==> src/fetch_cfg.svh <==
/* Address, instruction cache geometry, memory bus and reset instruction macros */

`ifndef FETCH_CFG_SVH
`define FETCH_CFG_SVH

////////////////////////////////////////
// Address and instruction widths
////////////////////////////////////////
`define FETCH_ADDR_W 32                     // Fetch and bus address
`define INST_W       32

////////////////////////////////////////
// Instruction cache geometry
////////////////////////////////////////
`define ICACHE_LINES 128
`define ICACHE_IDX_W 7
`define ICACHE_OFS_W 3                      // Byte offset inside one 64-bit line
`define ICACHE_TAG_W (`FETCH_ADDR_W - `ICACHE_IDX_W - `ICACHE_OFS_W)

////////////////////////////////////////
// Memory bus
////////////////////////////////////////
`define MEM_DATA_W 64
`define MEM_TAG_W  4                        // Zero response means refused

`define BUS_NONE 2'b00
`define BUS_LOAD 2'b01

// Alpha-style noop held in the IF/ID register out of reset
`define NOOP_INST 32'h47ff041f

`endif

==> src/fetch_pkg.sv <==
/* Fetch address union, memory bus request and response structs, fetch packet */

`include "fetch_cfg.svh"

package fetch_pkg;

  ////////////////////////////////////////
  // Fetch address
  ////////////////////////////////////////

  // Cache view of an address
  typedef struct packed {
    logic [`ICACHE_TAG_W-1:0] tag;
    logic [`ICACHE_IDX_W-1:0] index;
    logic [`ICACHE_OFS_W-1:0] offset;
  } fetch_addr_fields_t;

  // PC and bus read raw, cache reads the fields
  typedef union packed {
    logic [`FETCH_ADDR_W-1:0] raw;
    fetch_addr_fields_t       f;
  } fetch_addr_u;

  ////////////////////////////////////////
  // Memory bus and fetch output
  ////////////////////////////////////////
  typedef struct packed {
    logic [1:0]               command;      // BUS_NONE or BUS_LOAD
    logic [`FETCH_ADDR_W-1:0] addr;
  } mem_req_t;

  typedef struct packed {
    logic [`MEM_TAG_W-1:0]  response;       // Tag given to an accepted request
    logic [`MEM_DATA_W-1:0] data;
    logic [`MEM_TAG_W-1:0]  tag;            // Tag of the reply carried in data
  } mem_resp_t;

  typedef struct packed {
    logic [`FETCH_ADDR_W-1:0] npc;
    logic [`INST_W-1:0]       ir;
    logic                     valid;
  } fetch_packet_t;

endpackage

==> src/fetch_stage.sv <==
/* Program counter with redirect, instruction half select and the IF/ID
   output register */

`timescale 1ns/1ps
`include "fetch_cfg.svh"

module fetch_stage (
  input  logic                     clk,
  input  logic                     reset,
  input  logic                     stall,        // Hazard stall from the back end
  input  logic                     redirect,     // Mispredict pulse
  input  logic [`FETCH_ADDR_W-1:0] redirect_pc,

  // Cache controller
  input  logic                     hit,
  input  logic [`MEM_DATA_W-1:0]   hit_data,
  output fetch_pkg::fetch_addr_u   fetch_addr,

  // IF/ID register
  output fetch_pkg::fetch_packet_t fetch_out
);

  fetch_pkg::fetch_addr_u   pc_q;
  logic [`FETCH_ADDR_W-1:0] pc_plus4;
  logic [`INST_W-1:0]       inst;
  logic                     advance;

  ////////////////////////////////////////
  // Program counter
  ////////////////////////////////////////
  assign fetch_addr = pc_q;
  assign pc_plus4   = pc_q.raw + `FETCH_ADDR_W'(4);
  assign advance    = hit && !stall;    // Sit on a miss until the fill lands

  always_ff @(posedge clk) begin
    if (reset) begin
      pc_q.raw <= '0;
    end else if (redirect) begin        // Redirect beats stall
      pc_q.raw <= redirect_pc;
    end else if (advance) begin
      pc_q.raw <= pc_plus4;
    end
  end

  ////////////////////////////////////////
  // Instruction select
  ////////////////////////////////////////

  // Offset bit 2 picks the upper word of the line
  assign inst = pc_q.f.offset[`ICACHE_OFS_W-1] ? hit_data[`MEM_DATA_W-1:`INST_W]
                                               : hit_data[`INST_W-1:0];

  ////////////////////////////////////////
  // IF/ID register
  ////////////////////////////////////////
  always_ff @(posedge clk) begin
    if (reset) begin
      fetch_out.npc   <= '0;
      fetch_out.ir    <= `NOOP_INST;
      fetch_out.valid <= 1'b0;
    end else if (redirect) begin
      fetch_out.valid <= 1'b0;          // Squash whatever was in flight
    end else if (!stall) begin
      fetch_out.npc   <= pc_plus4;
      fetch_out.ir    <= inst;
      fetch_out.valid <= hit;
    end
  end

endmodule

==> config.mk <==
export PLATFORM = sky130hd
export DESIGN_NAME = fetch_stage
export DESIGN_NICKNAME = d
export VERILOG_FILES = /design/src/fetch_pkg.sv /design/src/fetch_stage.sv
export VERILOG_INCLUDE_DIRS = /design/src
export SDC_FILE = /design/constraint.sdc
export NUM_CORES = 1
export LEC_CHECK = 0
export ABC_AREA = 1
export ABC_CLOCK_PERIOD_IN_PS = 2000
export BUFFER_PORTS_ARGS = -buffer_cell sky130_fd_sc_hd__buf_2
export CAP_MARGIN = 30
export CORE_MARGIN = 4
export CORE_UTILIZATION = 50
export CTS_BUF_LIST = sky130_fd_sc_hd__clkbuf_2
export CTS_CLUSTER_DIAMETER = 50
export DETAILED_ROUTE_END_ITERATION = 8
export PLACE_DENSITY = 0.9
export SLEW_MARGIN = 20
export SYNTH_ARGS = -nofsm -noshare
export SYNTH_HDL_FRONTEND = slang
export SYNTH_SLANG_ARGS = --single-unit
==> constraint.sdc <==
create_clock -name clk -period 2 [get_ports clk]
set_clock_uncertainty 0.05 [all_clocks]
set_input_delay 0.4 -clock clk [delete_from_list [all_inputs] [get_ports clk]]
set_output_delay 0.4 -clock clk [all_outputs]
set_load 0.005 [all_outputs]
==> results of run 1 <==
-- timing repair --
item                       in CTS  in global routing
setup endpoints to repair       0                  1
hold buffers                   14                  5
hold endpoints to repair       14                  5
gates resized for setup         0                  2
-- state kept, by name (all words and copies together) (netlist names) --
register	flops
fetch_out	65
fetch_addr	32
-- routing by layer --
layer,vias to the layer above,part of all wire [%],GRT usage [%]
met5,-,0,0
li1,2657,-,-
met4,0,2.2,7.863
met3,30,11,8.622
met2,258,48,44.21
met1,2411,39,30.08
-- layout make-up --
type,instances,area (um^2)
multi-input combinational,497,2406
clock inverter,7,82.58
timing repair buffer,227,1304
clock buffer,9,45.04
inverter,74,280.3
sequential,97,1942
fill,816,3063
tap,129,161.4
-- path summary, 6_finish.rpt --
kind / startpoint / end / slack, ps / cells after the start
hold / removal: hit_data[63] / fetch_out[32] / 40 / 3
setup reg to reg: fetch_addr[2] / fetch_addr[16] / 280 / 8
setup / recovery: fetch_addr[2] / fetch_addr[2] / 150 / 2
hold reg to reg: fetch_out[22] / fetch_out[22] / 450 / 2
-- cell usage in the layout, fill, tap and decap left out, drive strengths merged, types with 2 or more instances in the layout --
cell type,instances
a211oi,2
a21o,2
a21oi,70
a22o,7
a31oi,9
buf,208
clkbuf,9
clkinvlp,2
dfxtp,97
dlygate4sd3,19
inv,78
nand2,157
nand3,17
nor2,118
o21ai,97
xnor2,4
xor2,11
-- per-stage QoR --
stage	hold slack, ps	worst slack (ps)	total power [uW]
2_1_floorplan	410.9	486.4	2528
5_1_grt	1.850	7.688	4106
4_1_cts	5.177	8.992	3896
6_report	40.18	153.1	3900
3_3_place_gp	396.6	325.8	2842
3_5_place_dp	405.6	264.5	2855
-- power groups by stage --
stage,clock network [uW],logic (uW),registers (uW)
finish,1040,700,2160
global route,1140,782,2180
detailed placement,0,663,2190
floorplan,0,337,2190
global placement,0,651,2190
CTS,1050,686,2160
-- worst reg2reg max path: stages (launching register included) --
cell,delay (ps)
dfxtp_1,490
ha_1,220
nand2_1,90
nor2_4,170
nand2_1,130
nor2_1,150
xor2_1,220
nand2_1,80
a21oi_1,120
-- cells by family (layout without fill, tap and decap cells) --
family	count (synthesis)	in the layout	synth area share, %
flops	97	97	40.35
compound gates	187	187	20.51
buf+inv	115	317	9.699
simple gates	294	294	26.13
xor+xnor	15	15	3.042
fa+ha+maj	1	1	0.2600
==> flow_summary.toml, run 1 <==
[grt]
grt_max_degree = 56
grt_pass1_vias = 4950
grt_pass1_wl_um = 23650
grt.overflow.total = 0
antenna_found_initial = 0
grtUsageTotal_pct = 25.66

[clock_network]
cts_root_buf = "clkbuf_2"
cts_buffers = 9
cts.clk_slew.worst_paths_ps = 250
cts_setup_buffers = 0
insertion_delay_ps = 550
htreeDepth = 3
clock_sinks = 97
cts_max_path_buffers = 2
tritoncts = "built"

[sta]
rsz0062_at_grt = "false"
setup_viol_count_final = 0
max_clock_freq_mhz = 541.4
max_slew_margin_pct = 65.77
finalMaxSlewViolations = 0
hold_viol = 0
fin_tns_setup_ps = 0
min_period_over_period_pct = 92.35
min_period_ps = 1847
worst_pin_slew_ps = 512.7

[placed_design]
place_congestion = 0.9024
placedInstanceArea_mm2 = 0.005896
dpl.cell_count = 1005
port_buffers = 197
dp_hpwl_um = 10700

[hold_path]
min_path_type = "input port to register"

[yosys]
syn_inst = 709
synth_edf_count = 0
yosysSeqAreaShare_pct = 40.35
netlist_area_mm2 = 0.004812
yosysTopAreaCellShare_pct = 40.35
synth_commonest_cells = "nand2_1, nor2_1, dfxtp_1, o21ai_0, inv_1"
synthArstFlopShare_pct = 0
synth_nets = 811
syn_avg_cell_area_um2 = 6.787
synth.distinct_cells = 31
synthFlopType = "dfxtp_1"
synth-seq-cells = 97
synthTopCellsByArea = "dfxtp_1, nand2_1, o21ai_0, nor2_1, a21oi_1"
synth_top_area_cell = "dfxtp_1"
yosysMostFrequentCell = "nand2_1"
yosys_warnings = 0

[power_and_ir_drop]
comb_power_share_pct = 17.9
swShare_pct = 30.92
p_sw_uw = 1206
power.share.clock_pct = 26.6
p_leak_uw = 0.003105
irDropWorstVdd_mv = 0.3568
power.density_mw_per_mm2 = 626.8
sequentialPowerShare_pct = 55.4
intPower_uw = 2694

[route]
initialDrtViolationCount = 251
vias_per_cell = 5.150
dr.pass1.iters = 5
drc_errors = 0
antenna_left = 0
dr_total_vias = 5356
drt-total-wl_um = 14900
drt-wirelength-per-cell_um = 14.32

[floorplanning]
die-area_mm2 = 0.01126
initial_core_util_pct = 51.83
ioPinCount = 198
core_mm2 = 0.009284
die_h_um = 106.1
rows = 35
dieWidth_um = 106.1

[finish]
final_cell_area_mm2 = 0.006221
drive_gt1_share_pct = 27.44
final_core_util_pct = 67.01
fin_cells = 1040
antenna_cells = 0
layout.nets = 1008
syn2layout_area_growth_pct = 29.28

[worst_setup_path]
critPathLaunchType = "register"
cpPeakStageDelay_ps = 490
crit_buf_inv = 2
end_kind = "output pin"
crit_required_ps = 1550
worstSetupPathType = "register to output pin"
arrival_ps = 1400
path_max_fanout = 35
crit_chain = "buf_8 -> buf_2"
cpMaxStageDelayCell = "dfxtp_1"
cp_top_family = "flip-flops"

[outcome]
status = "finished clean"

[job]
drv_cap = 0
(Power assumes the default switching activity.)
==> run 2, diff against run 1 <==
- CORE_ASPECT_RATIO: not set -> 1.5
==> run 2 against run 1 <==
Compared with the run above:
- cell area grew 6.8%
- combinational power up 14%
- power grew 3.5%
- first-iteration DRC count is 23% higher
- cell count is 2.9% higher
- critical path depth stayed put
- critical endpoint unchanged
- highest routed layer unchanged
==> flow_summary.toml, run 2 (synthesized netlist as in run 1, its figures left out) <==
[outcome]
status = "finished clean"

[worst_setup_path]
critPathLaunchType = "register"
worstSetupPathType = "register to output pin"
crit_required_ps = 1550
cp_top_family = "flip-flops"
arrival_ps = 1410
path_max_fanout = 35
end_kind = "output pin"
cpMaxStageDelayCell = "dfxtp_2"
cpPeakStageDelay_ps = 440
crit_chain = "buf_8 -> buf_2"
crit_buf_inv = 2

[route]
antenna_left = 0
routed.top_layer = "met4"
routedLengthMet1_um = 5878
route.met3.wl_um = 1354
initialDrtViolationCount = 309
drt-total-wl_um = 16760
vias_per_cell = 5.328
dr_wl_met2_um = 8585
dr.pass1.iters = 5
drt-wirelength-per-cell_um = 15.67
dr_total_vias = 5701
drc_errors = 0

[job]
drv_cap = 0

[floorplanning]
die-area_mm2 = 0.01129
die_h_um = 128.2
rows = 43
dieWidth_um = 88.10
core_mm2 = 0.009308
initial_core_util_pct = 51.70
ioPinCount = 198

[power_and_ir_drop]
p_leak_uw = 0.003298
irDropWorstVdd_mv = 0.4639
power.density_mw_per_mm2 = 607.7

[clock_network]
htreeDepth = 3
cts_root_buf = "clkbuf_2"
tritoncts = "built"
cts_max_path_buffers = 2
clock_sinks = 97
cts.clk_slew.worst_paths_ps = 270
cts_buffers = 9
cts_setup_buffers = 0
insertion_delay_ps = 590

[grt]
grtUsageTotal_pct = 30.50
antenna_found_initial = 1
grt_pass1_vias = 5694
grt_max_degree = 59
grt_pass1_wl_um = 26770
grt.overflow.total = 0

[sta]
min_period_over_period_pct = 93.17
worst_pin_slew_ps = 634.1
min_period_ps = 1863
fin_tns_setup_ps = 0
max_slew_margin_pct = 57.73
finalMaxSlewViolations = 0
hold_viol = 0
setup_viol_count_final = 0
max_clock_freq_mhz = 536.6
setup_ws_ps = 136.6
rsz0062_at_grt = "false"

[finish]
final_common_cell = "buf_2"
drive_gt1_share_pct = 26.12
largest_reg_flops = 65
top_register = "fetch_out"
final_core_util_pct = 71.38
layout.nets = 1054
nFillCells = 744
syn2layout_area_growth_pct = 38.07
final_cell_mix = "buf_2, nand2_1, nor2_1, dfxtp_1, o21ai_0"

[placed_design]
dp_hpwl_um = 10600
dp_slack_ps = 328.7
place_congestion = 0.8837
port_buffers = 197

[hold_path]
min_path_type = "input port to register"
==> run 2: changes by cell type in the layout (fill, tap and decap cells not counted), moves of 2 or more <==
cell,previous run,this run
inv_6,3,0
buf_4,7,9
buf_12,3,1
dlygate4sd3_1,19,65
clkinv_2,0,3
==> run 2: what timing repair did <==
item                                    CTS  global route
hold buffers                             65             0
resized for setup                         1             2
endpoints found under the setup margin    1             2
hold endpoints to repair                 40             0
==> run 2: cell type report <==
class / instances / area, um^2 / area share [%]
Tap cell: 112 / 140.1 / 2.109
Clock buffer: 10 / 50.05 / 0.7533
Inverter: 74 / 280.3 / 4.218
Clock inverter: 6 / 82.58 / 1.243
Antenna cell: 1 / 2.502 / 0.03766
Multi-Input combinational cell: 497 / 2406 / 36.21
Timing Repair Buffer: 273 / 1739 / 26.18
Sequential cell: 97 / 1943 / 29.25
==> run 2: through the flow <==
| stage | instance area [um^2] | std cells | total power (uW) | hold WS, ps |
|---|---|---|---|---|
| global placement | 5849 | 988 | 2835 | 397.2 |
| floorplan | 4812 | 709 | 2528 | 410.9 |
| detailed placement | 5849 | 988 | 2849 | 404.3 |
| global route | 6644 | 1070 | 4223 | 6.356 |
| finish | 6644 | 1070 | 4037 | 30.82 |
| CTS | 6636 | 1069 | 4013 | 0.6649 |
==> run 2: per-layer routing <==
| metal | up-vias | track usage (%) |
|---|---|---|
| met3 | 82 | 7.460 |
| met4 | 0 | 19.93 |
| met2 | 310 | 52.62 |
| met1 | 2566 | 32.22 |
| li1 | 2743 | - |
| met5 | - | 0 |
==> run 2: worst reg2reg max path: cells and delay by family, from the launching register on <==
| kind | cells | cell delay [ps] |
|---|---|---|
| buf+inv | 3 | 1040 |
| flops | 1 | 410 |
| compound gates | 1 | 250 |
| simple gates | 1 | 90 |
==> run 2: path summary, 6_finish.rpt <==
| path | startpoint | end | slack [ps] | cells after the start |
|---|---|---|---|---|
| worst max-delay path | fetch_addr[2] | fetch_addr[2] | 140 | 2 |
| worst min-delay path | hit_data[8] | fetch_out[9] | 30 | 3 |
| worst max register to register | fetch_addr[2] | fetch_out[5] | 140 | 5 |
| worst min register to register | fetch_out[0] | fetch_out[0] | 450 | 2 |
==> run 2: power breakdown <==
part           switching (uW)  internal (uW)
Sequential               96.7           2060
Combinational             415            381
Clock                     671            412
==> run 3, diff against run 2 <==
- ABC_CLOCK_PERIOD_IN_PS: 2000 -> 1500
- CORE_UTILIZATION: 50 -> 45
- PLACE_DENSITY: 0.9 -> 0.85
- clock period: 2 -> 1.5 ns (I/O delays scaled with it)
==> run 3 against run 2 <==
Compared with the run above:
- the run now ends with negative setup slack left
- routed wire length grew 35%
- first-iteration DRC count increased by 130%
- core utilization grew 10 points
- non-clock buffer count increased by 117
- cell count up 14%
- power is 50% higher
- worst setup slack got worse by 450 ps
- via count rose by 16%
- combinational power up 93%
- sequential share of layout area is 4.9 points lower
- cell area rose by 29%
- register-to-register slack got worse by 450 ps
==> flow_summary.toml, run 3 (synthesized netlist as in run 1, its figures left out) <==
[placed_design]
dpl.cell_count = 1067
dp_hpwl_um = 11630
port_buffers = 197
place_congestion = 0.8638
placedInstanceArea_mm2 = 0.006307

[worst_setup_path]
path_max_fanout = 3
worstSetupPathType = "register to register"
cpMaxStageDelayCell = "dfxtp_4"
critPathMostFrequentCell = "nand2_1"
arrival_ps = 2290
cpPeakStageDelay_ps = 440
critPathLaunchType = "register"
crit_required_ps = 1970
crit_chain = "nand2_1 -> nor2_2 -> buf_4 -> nand2_1 -> nor2_2 -> xor2_1 -> nand2_1 -> a21oi_1"
end_kind = "register"

[clock_network]
htreeDepth = 3
tritoncts = "built"
cts.clk_slew.worst_paths_ps = 260
insertion_delay_ps = 590
cts_max_path_buffers = 2
clock_sinks = 97
cts_root_buf = "clkbuf_2"
cts_buffers = 9

[route]
vias_per_cell = 5.423
drt-total-wl_um = 22610
drc_errors = 0
initialDrtViolationCount = 698
drt-wirelength-per-cell_um = 18.58
antenna_left = 0
dr_total_vias = 6600
dr.pass1.iters = 5

[hold_path]
min_path_type = "input port to register"

[sta]
max_clock_freq_mhz = 551.8
min_period_ps = 1812
rsz0062_at_grt = "true"
setup_viol_count_final = 59
finalMaxSlewViolations = 0
worst_pin_slew_ps = 367.3
whs_ps = 57.69
max_slew_margin_pct = 75.51
hold_viol = 0
setup_ws_ps = -312.2
min_period_over_period_pct = 120.8

[finish]
multi_input_area_mm2 = 0.002788
syn2layout_area_growth_pct = 78.47
final_cell_area_mm2 = 0.008588
final_core_util_pct = 81.54
nFillCells = 589
final_common_cell = "buf_2"
drive_gt1_share_pct = 46.18
regArea_mm2 = 0.002087
layout.nets = 1171
fin_cells = 1217
final_cell_mix = "buf_2, nand2_1, dlygate4sd3_1, nor2_1, o21ai_0"
top_register = "fetch_out"
largest_reg_flops = 65

[floorplanning]
initial_core_util_pct = 45.69
die_h_um = 134.7
ioPinCount = 198
dieWidth_um = 92.44
die-area_mm2 = 0.01245
rows = 46
core_mm2 = 0.01053

[power_and_ir_drop]
irDropWorstVdd_mv = 0.6053
power.density_mw_per_mm2 = 703.8
total_power_uw = 6045
p_leak_uw = 0.004108

[grt]
antenna_found_initial = 1
grt.overflow.total = 0
grt_max_degree = 57
grt_pass1_vias = 6584
grtUsageTotal_pct = 32.15
grt_pass1_wl_um = 31510

[job]
drv_cap = 0

[outcome]
status = "finished, violations left"
violations = "negative setup slack"
[run 3: path summary, 6_finish.rpt]
| path | from | to | slack (ps) | depth (start not counted) |
|---|---|---|---|---|
| worst max-delay path | fetch_addr[12] | fetch_addr[16] | -310 | 8 |
| worst min-delay path | redirect_pc[12] | fetch_addr[12] | 60 | 4 |
| worst max register to register | fetch_addr[12] | fetch_addr[16] | -310 | 8 |
| worst min register to register | fetch_out[17] | fetch_out[17] | 440 | 2 |
[run 3: through the flow]
step,worst slack [ps],TNS (ps)
after global placement,-39.34,-121.3
after floorplan,15.93,0
after detailed placement,-76.50,-574.1
final,-312.2,-5309
after CTS,-105.8,-1472
after global routing,-335.9,-10020
[run 3: area by class of cell]
| class | count | area share [%] |
|---|---|---|
| well taps | 144 | 2.098 |
| flip-flops and latches | 97 | 24.30 |
| inverters | 74 | 3.263 |
| diodes | 1 | 0.02914 |
| clock inverters | 4 | 1.093 |
| multi-input cells | 497 | 32.46 |
| repair buffers | 390 | 36.17 |
| clock buffers | 10 | 0.5828 |
[run 3: where the power goes]
| group | leakage [uW] | switching (uW) | total (uW) | internal, uW |
|---|---|---|---|---|
| clock | 0.0000855 | 916 | 1620 | 701 |
| combinational | 0.00320 | 734 | 1540 | 809 |
| sequential | 0.000826 | 129 | 2880 | 2760 |
| total | 0.00411 | 1780 | 6040 | 4270 |
[run 3: per-layer routing]
| metal | GRT usage [%] | share of wire (%) |
|---|---|---|
| met4 | 20.66 | 6.6 |
| met5 | 0 | 0 |
| met3 | 8.751 | 9.4 |
| met1 | 32.46 | 34 |
| met2 | 57.49 | 50 |
[run 3: what timing repair did]
action,CTS,global route
pin swaps,19,32
resized for setup,95,177
buffers inserted,29,25
endpoints found under the setup margin,59,129
hold buffers,92,0
hold endpoints to repair,60,0
gates cloned,1,0
[run 3: critical path, delay by kind of cell (launching register included)]
kind / cells / cell delay, ps
simple gates: 5 / 730
flops: 1 / 440
xor+xnor: 1 / 240
compound gates: 1 / 150
buf+inv: 1 / 150
