`src/fetch_cfg.svh`:
```
/* Address, instruction cache geometry, memory bus and reset instruction macros */

`ifndef FETCH_CFG_SVH
`define FETCH_CFG_SVH

////////////////////////////////////////
// Address and instruction widths
////////////////////////////////////////
`define FETCH_ADDR_W 32                     // Fetch and bus address
`define INST_W       32

////////////////////////////////////////
// Instruction cache geometry
////////////////////////////////////////
`define ICACHE_LINES 128
`define ICACHE_IDX_W 7
`define ICACHE_OFS_W 3                      // Byte offset inside one 64-bit line
`define ICACHE_TAG_W (`FETCH_ADDR_W - `ICACHE_IDX_W - `ICACHE_OFS_W)

////////////////////////////////////////
// Memory bus
////////////////////////////////////////
`define MEM_DATA_W 64
`define MEM_TAG_W  4                        // Zero response means refused

`define BUS_NONE 2'b00
`define BUS_LOAD 2'b01

// Alpha-style noop held in the IF/ID register out of reset
`define NOOP_INST 32'h47ff041f

`endif

```
`src/fetch_pkg.sv`:
```
/* Fetch address union, memory bus request and response structs, fetch packet */

`include "fetch_cfg.svh"

package fetch_pkg;

  ////////////////////////////////////////
  // Fetch address
  ////////////////////////////////////////

  // Cache view of an address
  typedef struct packed {
    logic [`ICACHE_TAG_W-1:0] tag;
    logic [`ICACHE_IDX_W-1:0] index;
    logic [`ICACHE_OFS_W-1:0] offset;
  } fetch_addr_fields_t;

  // PC and bus read raw, cache reads the fields
  typedef union packed {
    logic [`FETCH_ADDR_W-1:0] raw;
    fetch_addr_fields_t       f;
  } fetch_addr_u;

  ////////////////////////////////////////
  // Memory bus and fetch output
  ////////////////////////////////////////
  typedef struct packed {
    logic [1:0]               command;      // BUS_NONE or BUS_LOAD
    logic [`FETCH_ADDR_W-1:0] addr;
  } mem_req_t;

  typedef struct packed {
    logic [`MEM_TAG_W-1:0]  response;       // Tag given to an accepted request
    logic [`MEM_DATA_W-1:0] data;
    logic [`MEM_TAG_W-1:0]  tag;            // Tag of the reply carried in data
  } mem_resp_t;

  typedef struct packed {
    logic [`FETCH_ADDR_W-1:0] npc;
    logic [`INST_W-1:0]       ir;
    logic                     valid;
  } fetch_packet_t;

endpackage

```
`src/icache_ctrl.sv`:
```
/* Instruction cache controller with miss detection, bus request, outstanding
   tag tracking and line fill */

`timescale 1ns/1ps
`include "fetch_cfg.svh"

module icache_ctrl (
  input  logic                     clk,
  input  logic                     reset,

  // Fetch side
  input  fetch_pkg::fetch_addr_u   fetch_addr,
  output logic [`MEM_DATA_W-1:0]   hit_data,
  output logic                     hit,

  // Memory bus
  input  fetch_pkg::mem_resp_t     mem_resp,
  output fetch_pkg::mem_req_t      mem_req,

  // Cache memory lookup
  output logic [`ICACHE_IDX_W-1:0] rd_idx,
  output logic [`ICACHE_TAG_W-1:0] rd_tag,
  input  logic [`MEM_DATA_W-1:0]   rd_data,
  input  logic                     rd_valid,

  // Cache memory fill
  output logic                     wr_en,
  output logic [`ICACHE_IDX_W-1:0] wr_idx,
  output logic [`ICACHE_TAG_W-1:0] wr_tag,
  output logic [`MEM_DATA_W-1:0]   wr_data
);

  localparam logic [1:0] ST_IDLE = 2'd0;    // Nothing outstanding
  localparam logic [1:0] ST_REQ  = 2'd1;    // Load on the bus, waiting for acceptance
  localparam logic [1:0] ST_WAIT = 2'd2;    // Accepted, waiting for the tagged reply

  logic [1:0]              state_q;
  logic [1:0]              state_nxt;
  logic                    start;
  logic                    accept;
  logic                    fill;
  fetch_pkg::fetch_addr_u  line_q;          // Line being fetched, offset zero
  logic [`MEM_TAG_W-1:0]   out_tag_q;

  ////////////////////////////////////////
  // Lookup
  ////////////////////////////////////////
  assign rd_idx   = fetch_addr.f.index;
  assign rd_tag   = fetch_addr.f.tag;
  assign hit      = rd_valid;
  assign hit_data = rd_data;

  ////////////////////////////////////////
  // Miss handling FSM
  ////////////////////////////////////////
  assign start  = (state_q == ST_IDLE) && !rd_valid;
  assign accept = (state_q == ST_REQ) && (mem_resp.response != '0);
  assign fill   = (state_q == ST_WAIT) && (mem_resp.tag == out_tag_q);

  always_comb begin
    state_nxt = state_q;
    case (state_q)
      ST_IDLE: begin
        if (start) begin
          state_nxt = ST_REQ;
        end
      end
      ST_REQ: begin
        if (accept) begin               // Refused requests simply repeat
          state_nxt = ST_WAIT;
        end
      end
      ST_WAIT: begin
        if (fill) begin
          state_nxt = ST_IDLE;
        end
      end
      default: state_nxt = ST_IDLE;
    endcase
  end

  always_ff @(posedge clk) begin
    if (reset) begin
      state_q <= ST_IDLE;
    end else begin
      state_q <= state_nxt;
    end
  end

  // Missed line latched when the request starts
  always_ff @(posedge clk) begin
    if (start) begin
      line_q.f.tag    <= fetch_addr.f.tag;
      line_q.f.index  <= fetch_addr.f.index;
      line_q.f.offset <= '0;
    end
  end

  always_ff @(posedge clk) begin
    if (accept) begin
      out_tag_q <= mem_resp.response;
    end
  end

  ////////////////////////////////////////
  // Bus request and fill
  ////////////////////////////////////////
  always_comb begin
    mem_req.command = (state_q == ST_REQ) ? `BUS_LOAD : `BUS_NONE;
    mem_req.addr    = line_q.raw;
  end

  // Old line still fills if the PC has moved on
  assign wr_en   = fill;
  assign wr_idx  = line_q.f.index;
  assign wr_tag  = line_q.f.tag;
  assign wr_data = mem_resp.data;

endmodule

```
`config.mk`:
```
export PLATFORM = sky130hd
export DESIGN_NAME = icache_ctrl
export DESIGN_NICKNAME = d
export VERILOG_FILES = /design/src/fetch_pkg.sv /design/src/icache_ctrl.sv
export VERILOG_INCLUDE_DIRS = /design/src
export SDC_FILE = /design/constraint.sdc
export NUM_CORES = 1
export LEC_CHECK = 0
export BUFFER_PORTS_ARGS = -buffer_cell sky130_fd_sc_hd__clkbuf_2
export CAP_MARGIN = 20
export CORE_AREA = 2 2 152 154
export DETAILED_ROUTE_END_ITERATION = 6
export DIE_AREA = 0 0 154 156
export HOLD_SLACK_MARGIN = 0.12
export PLACE_DENSITY = 0.5
export REMOVE_ABC_BUFFERS = 1
export SLEW_MARGIN = 20
export SYNTH_ARGS = -nofsm -noshare
export SYNTH_HDL_FRONTEND = slang
export SYNTH_SLANG_ARGS = --single-unit
```
`constraint.sdc`:
```
create_clock -name clk -period 7 [get_ports clk]
set_clock_uncertainty 0.15 [all_clocks]
set_input_delay 0.7 -clock clk [delete_from_list [all_inputs] [get_ports clk]]
set_output_delay 0.7 -clock clk [all_outputs]
set_load 0.05 [all_outputs]
```
==> results of run 1 <==
==> layer usage <==
metal  GRT usage [%]  share of wire (%)
met1            6.58                 11
met3            43.5                 38
met4            4.32                1.6
met5            4.35               0.48
met2            40.5                 49
==> area by class of cell <==
type	count	area (sq um)
fill	2549	20000
multi-input combinational	19	141
tap	285	357
timing repair buffer	130	653
clock buffer	5	125
clock inverter	3	38.8
sequential	35	1030
==> kinds of logic after synthesis <==
group	count (synthesis)
AO/OA/AOI/OAI	3
XOR/XNOR	4
buffers and inverters	192
flip-flops	35
other	1
AND/OR/NAND/NOR	8
==> registers in the layout (all words and copies together), names as in the netlist <==
signal / cells
state_q: 2
line_q: 29
out_tag_q: 4
==> power by group <==
group          internal (W)  total (W)  switching [W]
Sequential         0.000248   0.000255     0.00000774
Clock              0.000166   0.000259      0.0000924
Combinational     0.0000325   0.000196       0.000164
Total              0.000446   0.000710       0.000264
==> metrics by stage <==
| stage | utilization, % | power [W] | hold WS (ps) | instance area (sq um) |
|---|---|---|---|---|
| floorplan | - | 0.000360 | 509 | 1170 |
| global placement | 9.76 | 0.000458 | 498 | 2180 |
| detailed placement | 9.76 | 0.000458 | 510 | 2180 |
| CTS | 10.5 | 0.000724 | 420 | 2350 |
| global route | 10.5 | 0.000742 | 433 | 2350 |
| finish | 10.5 | 0.000710 | 430 | 2350 |
==> path summary, 6_finish.rpt <==
kind,depth (start not counted),startpoint,end
worst min-delay path,2,reset,state_q[0]
worst min register to register,1,state_q[1],line_q[12]
worst max-delay path,5,mem_resp[0],wr_en
worst max register to register,2,state_q[1],line_q[26]
==> cells in the final DEF (no fill, tap or decap) <==
cell type	count
and2b_2	1
nor4_4	1
conb_1	4
nor2b_1	1
nor2_1	2
a21oi_1	1
a41oi_1	1
dfxtp_1	2
clkbuf_16	5
o21ba_1	1
nand4_1	1
bufinv_16	1
or2b_1	1
edfxtp_1	33
xnor2_1	4
clkinv_1	1
nor3_2	1
buf_4	1
clkbuf_2	129
clkinv_2	1
==> impl_metrics.env, run 1 <==
export IMPL_ys_warnings_count=0
export IMPL_overflow=0
export IMPL_post_cts_resize_count=0
export IMPL_synth_yosys_seq_area_share_pct=39.7
export IMPL_wp_data_arrival_ps=1480
export IMPL_num_rows=55
export IMPL_drt_pass1_iter_count=4
export IMPL_slew_headroom_pct=53.2
export IMPL_cp_slowest_cell="clkbuf_2"
export IMPL_synth_top_family_by_area="buffers and inverters"
export IMPL_reg2reg_setup_slack_ps=5120
export IMPL_synth_most_common_cell="buf_4"
export IMPL_timing_critical_path_to_type="output pin"
export IMPL_antennaDiodeCount=0
export IMPL_cts_root_buffer="clkbuf_16"
export IMPL_setup_viol_count_final=0
export IMPL_cellPowerDensity_mw_per_mm2=303
export IMPL_syn_area_sq_mm=0.00260
export IMPL_ys_seq_elements=35
export IMPL_tritoncts="yes"
export IMPL_drt_first_iter_violations=81
export IMPL_synth_common_cells="192 x buf_4, 33 x edfxtp_1, 4 x xnor2_1"
export IMPL_worst_setup_path_start_kind="input port"
export IMPL_finalWorstSetupSlack_ps=4670
export IMPL_die_w_um=154
export IMPL_pre_cts_slack_ps=4600
export IMPL_grt_max_degree=23
export IMPL_synth_simple_area_share_pct=2.41
export IMPL_worstPathCellList="clkbuf_2 > xnor2_1 > nand4_1 > nor2_1 > clkbuf_2"
export IMPL_grt_first_pass_wirelength_um=31500
export IMPL_cts_clk_slew_worst_paths_ps=60
export IMPL_min_period_ps=2330
export IMPL_drt_drc_violations_left=0
export IMPL_pin_count=393
export IMPL_grt_antenna_before_repair=0
export IMPL_cts_htree_levels=2
export IMPL_synth_mux_area_fraction_pct=0
export IMPL_grt_use_total_pct=23.5
export IMPL_critPathMostFrequentCell="clkbuf_2"
export IMPL_first_global_vias=1275
export IMPL_critPathTopFamily="buffers and inverters"
export IMPL_post_synthesis_compound_gate_area_fraction_pct=0.915
export IMPL_totalWireLength_um=29000
export IMPL_critPathMaxFanout=2
export IMPL_vdd_drop_max_uv=107
export IMPL_synth_area_in_xor_xnor_pct=1.35
export IMPL_crit_path_max_incr_delay_ps=290
export IMPL_post_drt_via_cell_ratio=3.04
export IMPL_worst_path_buf_inv=2
export IMPL_initial_utilization_pct=11.6
export IMPL_floorplan_die_area_sq_mm=0.0240
export IMPL_die_height_um=156
export IMPL_finish_net_count=362
export IMPL_port_buffer_count=129
export IMPL_cts_buffers_inserted=5
export IMPL_cts_hold_buffers=0
export IMPL_synth_area_leaders="buf_4 55%, edfxtp_1 38%, dfxtp_1 1.5%, xnor2_1 1.3%, nor4_4 0.82%"
export IMPL_synth_avg_cell_area_sq_um=10.7
export IMPL_timing_fmax_ghz=0.429
export IMPL_run_status="completed"
export IMPL_synth_ff_type="edfxtp_1"
export IMPL_fin_setup_tns_ps=0
export IMPL_stdcell_count=477
export IMPL_total_half_perimeter_wirelength_after_legalization_and_detailed_placement_um=27800
export IMPL_drv_cap=0
export IMPL_areaGrowthSynthToFinish_pct=-9.68
export IMPL_worst_slew_pin_transition_ps=699
export IMPL_final_max_slew_violation_count=0
export IMPL_synth_enable_flop_cells=33
export IMPL_rsz0062_at_grt="no"
export IMPL_post_synth_inst_count=243
export IMPL_placed_cells=469
export IMPL_layout_drive_gt1_share_pct=72.9
export IMPL_clk_latency_ps=290
export IMPL_netlist_cell_type_count=15
export IMPL_critical_path_rt_ps=6150
export IMPL_power_leakage_nw=1.01
export IMPL_gpl_final_weighted_congestion=0.985
export IMPL_synth_top_area_cell="buf_4"
export IMPL_buffer_levels_on_the_longest_clock_path=2
export IMPL_core_sq_mm=0.0224
export IMPL_post_route_period_util_pct=33.3
export IMPL_classification_of_the_worst_setup_path="input port to output pin"
export IMPL_wirelength_per_cell_um=60.7
export IMPL_routed_via_count=1450
export IMPL_adder_cell_area_share_of_the_yosys_netlist_pct=0
export IMPL_hold_viol=0
export IMPL_worst_hold_class="input port to flop"
export IMPL_post_cts_buffers=0
export IMPL_drtAntennaViolNets=0
export IMPL_cts_sinks=35
export IMPL_synth_async_sr_flop_share_pct=0
export IMPL_yosysTopAreaCellShare_pct=55.5
(Power assumes the default switching activity.)
==> run 2, diff against run 1 <==
--- a/config.mk
+++ b/config.mk
@@ -8,9 +8,9 @@
 export LEC_CHECK = 0
 export BUFFER_PORTS_ARGS = -buffer_cell sky130_fd_sc_hd__clkbuf_2
 export CAP_MARGIN = 20
-export CORE_AREA = 2 2 152 154
+export CORE_AREA = 2 2 153 155
 export DETAILED_ROUTE_END_ITERATION = 6
-export DIE_AREA = 0 0 154 156
+export DIE_AREA = 0 0 155 157
 export HOLD_SLACK_MARGIN = 0.12
 export PLACE_DENSITY = 0.5
 export REMOVE_ABC_BUFFERS = 1
==> constraint.sdc (replaced) <==
create_clock -name clk -period 2.15 [get_ports clk]
set_clock_uncertainty 0.15 [all_clocks]
set_input_delay 0.215 -clock clk [delete_from_list [all_inputs] [get_ports clk]]
set_output_delay 0.215 -clock clk [all_outputs]
set_load 0.05 [all_outputs]
==> run 2 against run 1 <==
First-iteration DRC count up 23%. Clock-buffer cell count unchanged. Sequential share of layout area down 5.3 points. Core utilization up 1.4 points. Critical endpoint unchanged.
==> impl_metrics.env, run 2 (synthesized netlist as in run 1, its figures left out) <==
export IMPL_cts_hold_buffers=34
export IMPL_tritoncts="yes"
export IMPL_timing_critical_path_to_type="output pin"
export IMPL_drtAntennaViolNets=0
export IMPL_comb_power_share_pct=30.7
export IMPL_vdd_drop_max_uv=237
export IMPL_layout_cells_most_common="clkbuf_2"
export IMPL_core_sq_mm=0.0225
export IMPL_totalWireLength_um=30000
export IMPL_postLayoutCoreUtil_pct=11.9
export IMPL_fillerInstances=2545
export IMPL_grt_max_degree=25
export IMPL_most_frequent_cells_in_the_layout="129 x clkbuf_2, 34 x dlygate4sd3_1, 33 x edfxtp_1"
export IMPL_grt_antenna_before_repair=0
export IMPL_timing_fmax_ghz=0.569
export IMPL_pre_cts_slack_ps=685
export IMPL_worst_setup_path_start_kind="flop"
export IMPL_run_status="completed"
export IMPL_post_route_period_util_pct=81.8
export IMPL_gpl_final_weighted_congestion=0.926
export IMPL_timing_hold_ws_ps=280
export IMPL_final_max_slew_violation_count=0
export IMPL_wl_met3_um=11100
export IMPL_post_cts_resize_count=0
export IMPL_cts_clk_slew_worst_paths_ps=60
export IMPL_overflow=0
export IMPL_design_area_sq_mm=0.00267
export IMPL_sequentialPowerShare_pct=36.7
export IMPL_num_rows=55
export IMPL_port_buffer_count=129
export IMPL_cts_root_buffer="clkbuf_16"
export IMPL_wirelength_met1_um=3500
export IMPL_cts_buffers_inserted=5
export IMPL_initial_utilization_pct=11.5
export IMPL_routed_via_count=1677
export IMPL_min_period_ps=1760
export IMPL_cts_htree_levels=2
export IMPL_largest_register_by_flop_count="line_q"
export IMPL_power_switching_share_pct=39.3
export IMPL_wl_met2_um=15000
export IMPL_buffer_levels_on_the_longest_clock_path=2
export IMPL_critPathMaxFanout=2
export IMPL_first_global_vias=1602
export IMPL_critical_path_rt_ps=1780
export IMPL_hold_viol=0
export IMPL_areaGrowthSynthToFinish_pct=2.79
export IMPL_post_cts_buffers=0
export IMPL_wp_data_arrival_ps=1390
export IMPL_layout_drive_gt1_share_pct=61.7
export IMPL_finalWorstSetupSlack_ps=392
export IMPL_die_w_um=155
export IMPL_drt_pass1_iter_count=4
export IMPL_post_dp_cell_area_sq_mm=0.00219
export IMPL_power_leakage_nw=1.14
export IMPL_power_frac_clock_pct=32.6
export IMPL_finish_net_count=397
export IMPL_antennaDiodeCount=0
export IMPL_worst_hold_class="input port to output pin"
export IMPL_largest_reg_flops=29
export IMPL_reg_largest_list="line_q x29, out_tag_q x4, state_q x2"
export IMPL_multi_input_comb_area_sq_um=141
export IMPL_cellPowerDensity_mw_per_mm2=849
export IMPL_p_int_w=0.00138
export IMPL_seq_area_sq_mm=0.00103
export IMPL_clk_latency_ps=290
export IMPL_drt_drc_violations_left=0
export IMPL_setup_viol_count_final=0
export IMPL_drv_cap=0
export IMPL_pin_count=393
export IMPL_rsz0062_at_grt="no"
export IMPL_switchingPower_w=0.000890
export IMPL_die_height_um=157
export IMPL_grt_first_pass_wirelength_um=33300
export IMPL_cts_sinks=35
export IMPL_floorplan_die_area_sq_mm=0.0243
export IMPL_post_drt_via_cell_ratio=3.28
export IMPL_wirelength_per_cell_um=58.5
export IMPL_route_top_layer_used="met4"
export IMPL_classification_of_the_worst_setup_path="flop to output pin"
export IMPL_drt_first_iter_violations=100
export IMPL_grt_use_total_pct=24.1
==> run 2: area by class of cell <==
class | count | share of cell area [%]
Clock inverter | 3 | 0.562
Multi-Input combinational cell | 19 | 5.30
Timing Repair Buffer | 165 | 37.5
Sequential cell | 35 | 38.6
Tap cell | 285 | 13.4
Clock buffer | 5 | 4.69
==> run 2: power groups by stage <==
stage | logic [W] | clock network (W) | registers, W
2_1_floorplan | 0.0000549 | 0 | 0.00112
3_3_place_gp | 0.000650 | 0 | 0.000843
3_5_place_dp | 0.000650 | 0 | 0.000846
4_1_cts | 0.000701 | 0.000777 | 0.000833
5_1_grt | 0.000727 | 0.000800 | 0.000838
6_report | 0.000696 | 0.000738 | 0.000832
==> run 2: per-stage QoR <==
stage               instances  power [W]  setup TNS [ps]
detailed placement        470    0.00150               0
floorplan                  54    0.00117          -25130
global route              512    0.00236               0
CTS                       512    0.00231               0
global placement          470    0.00149               0
finish                    512    0.00227               0
==> run 2: path summary, 6_finish.rpt <==
kind	from	endpoint	slack (ps)	cells after the start
max	out_tag_q[0]	wr_en	390	4
min	rd_data[17]	hit_data[17]	280	0
max reg2reg	state_q[1]	line_q[20]	720	2
min reg2reg	state_q[0]	state_q[0]	560	3
==> run 2: layer usage <==
layer / global-route usage (%) / vias up
met2: 42.9 / 427
met4: 4.37 / 0
met5: 0 / -
li1: - / 546
met3: 42.5 / 26
met1: 7.61 / 678
==> run 2: worst max-delay path: stages, from the launching register on <==
cell and delay [ps]:
edfxtp_1 370, xnor2_1 220, nand4_1 110, nor2_1 120, clkbuf_2 280
==> run 3, diff against run 2 <==
--- a/config.mk
+++ b/config.mk
@@ -8,11 +8,11 @@
 export LEC_CHECK = 0
 export BUFFER_PORTS_ARGS = -buffer_cell sky130_fd_sc_hd__clkbuf_2
 export CAP_MARGIN = 20
-export CORE_AREA = 2 2 153 155
+export CORE_AREA = 2 2 152 154
 export DETAILED_ROUTE_END_ITERATION = 6
-export DIE_AREA = 0 0 155 157
+export DIE_AREA = 0 0 154 156
 export HOLD_SLACK_MARGIN = 0.12
-export PLACE_DENSITY = 0.5
+export PLACE_DENSITY = 0.51
 export REMOVE_ABC_BUFFERS = 1
 export SLEW_MARGIN = 20
 export SYNTH_ARGS = -nofsm -noshare
==> constraint.sdc (replaced) <==
create_clock -name clk -period 1.6 [get_ports clk]
set_clock_uncertainty 0.15 [all_clocks]
set_input_delay 0.16 -clock clk [delete_from_list [all_inputs] [get_ports clk]]
set_output_delay 0.16 -clock clk [all_outputs]
set_load 0.05 [all_outputs]
==> run 3 against run 2 <==
The flow now finishes with violations (negative setup slack). Sequential power increased by 35%. Sequential share of layout area fell by 0.69 points. Via count decreased by 3.8%. Critical endpoint unchanged. First-iteration DRC count is 23% lower. Critical path depth unchanged. Largest cell class unchanged. Clock power grew 33%. Die area down 1.3%.
==> impl_metrics.env, run 3 (synthesized netlist as in run 1, its figures left out) <==
export IMPL_reg_largest_list="line_q x29, out_tag_q x4, state_q x2"
export IMPL_totalWireLength_um=28900
export IMPL_grt_max_degree=24
export IMPL_routed_via_count=1614
export IMPL_cts_clk_slew_worst_paths_ps=60
export IMPL_buffer_levels_on_the_longest_clock_path=2
export IMPL_layout_cells_most_common="clkbuf_2"
export IMPL_final_max_slew_violation_count=0
export IMPL_overflow=0
export IMPL_vdd_drop_max_uv=331
export IMPL_critical_hold_path_startpoint="rd_data[1]"
export IMPL_floorplan_die_area_sq_mm=0.0240
export IMPL_grt_first_pass_wirelength_um=31900
export IMPL_drt_first_iter_violations=77
export IMPL_pre_cts_slack_ps=187
export IMPL_reg2reg_to="out_tag_q[1]"
export IMPL_drt_drc_violations_left=0
export IMPL_power_leakage_nw=1.17
export IMPL_post_drt_via_cell_ratio=3.15
export IMPL_cts_buffers_inserted=5
export IMPL_post_dp_cell_area_sq_mm=0.00220
export IMPL_worst_hold_class="input port to output pin"
export IMPL_most_frequent_cells_in_the_layout="128 x clkbuf_2, 34 x dlygate4sd3_1, 33 x edfxtp_1"
export IMPL_critPathMaxFanout=2
export IMPL_min_delay_path_depth=0
export IMPL_initial_utilization_pct=11.6
export IMPL_die_w_um=154
export IMPL_hold_viol=0
export IMPL_cts_htree_levels=2
export IMPL_drtAntennaViolNets=0
export IMPL_first_global_vias=1467
export IMPL_worst_setup_path_start_kind="flop"
export IMPL_holdPathEnd="hit_data[1]"
export IMPL_wirelength_per_cell_um=56.4
export IMPL_largest_register_by_flop_count="line_q"
export IMPL_die_height_um=156
export IMPL_reg2reg_setup_slack_ps=210
export IMPL_layout_drive_gt1_share_pct=63.9
export IMPL_timing_fmax_ghz=0.623
export IMPL_cts_root_buffer="clkbuf_16"
export IMPL_run_status="finished with violations"
export IMPL_min_period_ps=1600
export IMPL_port_buffer_count=129
export IMPL_drt_pass1_iter_count=4
export IMPL_pin_count=393
export IMPL_timing_critical_path_to_type="output pin"
export IMPL_classification_of_the_worst_setup_path="flop to output pin"
export IMPL_drv_cap=0
export IMPL_finish_net_count=397
export IMPL_design_area_sq_mm=0.00272
export IMPL_cellPowerDensity_mw_per_mm2=1120
export IMPL_wp_data_arrival_ps=1290
export IMPL_total_half_perimeter_wirelength_after_legalization_and_detailed_placement_um=27300
export IMPL_grt_antenna_before_repair=0
export IMPL_grt_use_total_pct=23.4
export IMPL_post_route_period_util_pct=100
export IMPL_failing_checks="negative setup slack"
export IMPL_post_cts_buffers=0
export IMPL_clk_latency_ps=290
export IMPL_num_rows=55
export IMPL_gpl_final_weighted_congestion=0.961
export IMPL_finalWorstSetupSlack_ps=-4.59
export IMPL_largest_reg_flops=29
export IMPL_tritoncts="yes"
export IMPL_critical_path_rt_ps=1290
export IMPL_setup_viol_count_final=1
export IMPL_areaGrowthSynthToFinish_pct=4.67
export IMPL_antennaDiodeCount=0
export IMPL_r2r_cells=2
export IMPL_cts_sinks=35
export IMPL_rsz0062_at_grt="yes"
export IMPL_core_sq_mm=0.0224
export IMPL_postLayoutCoreUtil_pct=12.2
export IMPL_total_power_w=0.00304
export IMPL_r2r_start="state_q[1]"
==> run 3: cell count changes in the layout (fill, tap and decap cells not counted), sizes merged <==
cell,previous run,this run
buf,2,3
clkinv,2,1
==> run 3: timing repair <==
| item | CTS | global route |
|---|---|---|
| gates resized for setup | 5 | 2 |
| endpoints found under the hold margin | 35 | 0 |
| pin swaps | 5 | 0 |
| endpoints found under the setup margin | 1 | 1 |
| hold buffers | 34 | 0 |
==> run 3: final cells by class <==
| type | count | area [sq um] |
|---|---|---|
| Clock buffer | 6 | 129 |
| Clock inverter | 2 | 12.5 |
| Fill cell | 2522 | 19600 |
| Multi-Input combinational cell | 19 | 166 |
| Sequential cell | 35 | 1030 |
| Tap cell | 285 | 357 |
| Timing Repair Buffer | 165 | 1020 |
==> run 3: report_power, final <==
part | leakage, nW | internal, W | switching, W | total [W]
Clock | 0.0669 | 0.000575 | 0.000405 | 0.000981
Sequential | 0.331 | 0.00108 | 0.0000334 | 0.00112
Combinational | 0.768 | 0.000210 | 0.000734 | 0.000945
==> run 3: worst max-delay path by stage <==
stage / from / endpoint / slack, ps / cells past startpoint
finish: out_tag_q[0] / wr_en / -5 / 4
CTS: out_tag_q[2] / wr_en / -30 / 4
global placement: out_tag_q[2] / wr_en / 180 / 4
global route: out_tag_q[3] / wr_en / -90 / 4
floorplan: state_q[1] / line_q[10] / -1390 / 1
detailed placement: out_tag_q[1] / wr_en / 190 / 4
==> run 3: through the flow <==
stage          hold slack (ps)  cells  setup TNS, ps
4_1_cts                    170    512          -31.7
2_1_floorplan             82.4     54         -41670
5_1_grt                    170    512          -86.0
6_report                   170    512          -4.59
3_3_place_gp               170    470              0
3_5_place_dp               170    470              0
==> run 3: critical path, cell delays in order, from the launching register on <==
cell and delay [ps]:
edfxtp_1 370, xnor2_1 200, nand4_1 140, nor2_2 140, buf_8 160
==> run 3: layer usage <==
layer | global-route usage [%] | part of all wire, % | vias to the layer above | wire (um)
met4 | 3.16 | 1.1 | 4 | 323
met5 | 6.21 | 0.62 | - | 180
li1 | - | - | 547 | -
met3 | 43.1 | 38 | 26 | 10900
met1 | 6.51 | 11 | 625 | 3170
met2 | 41.3 | 49 | 412 | 14300
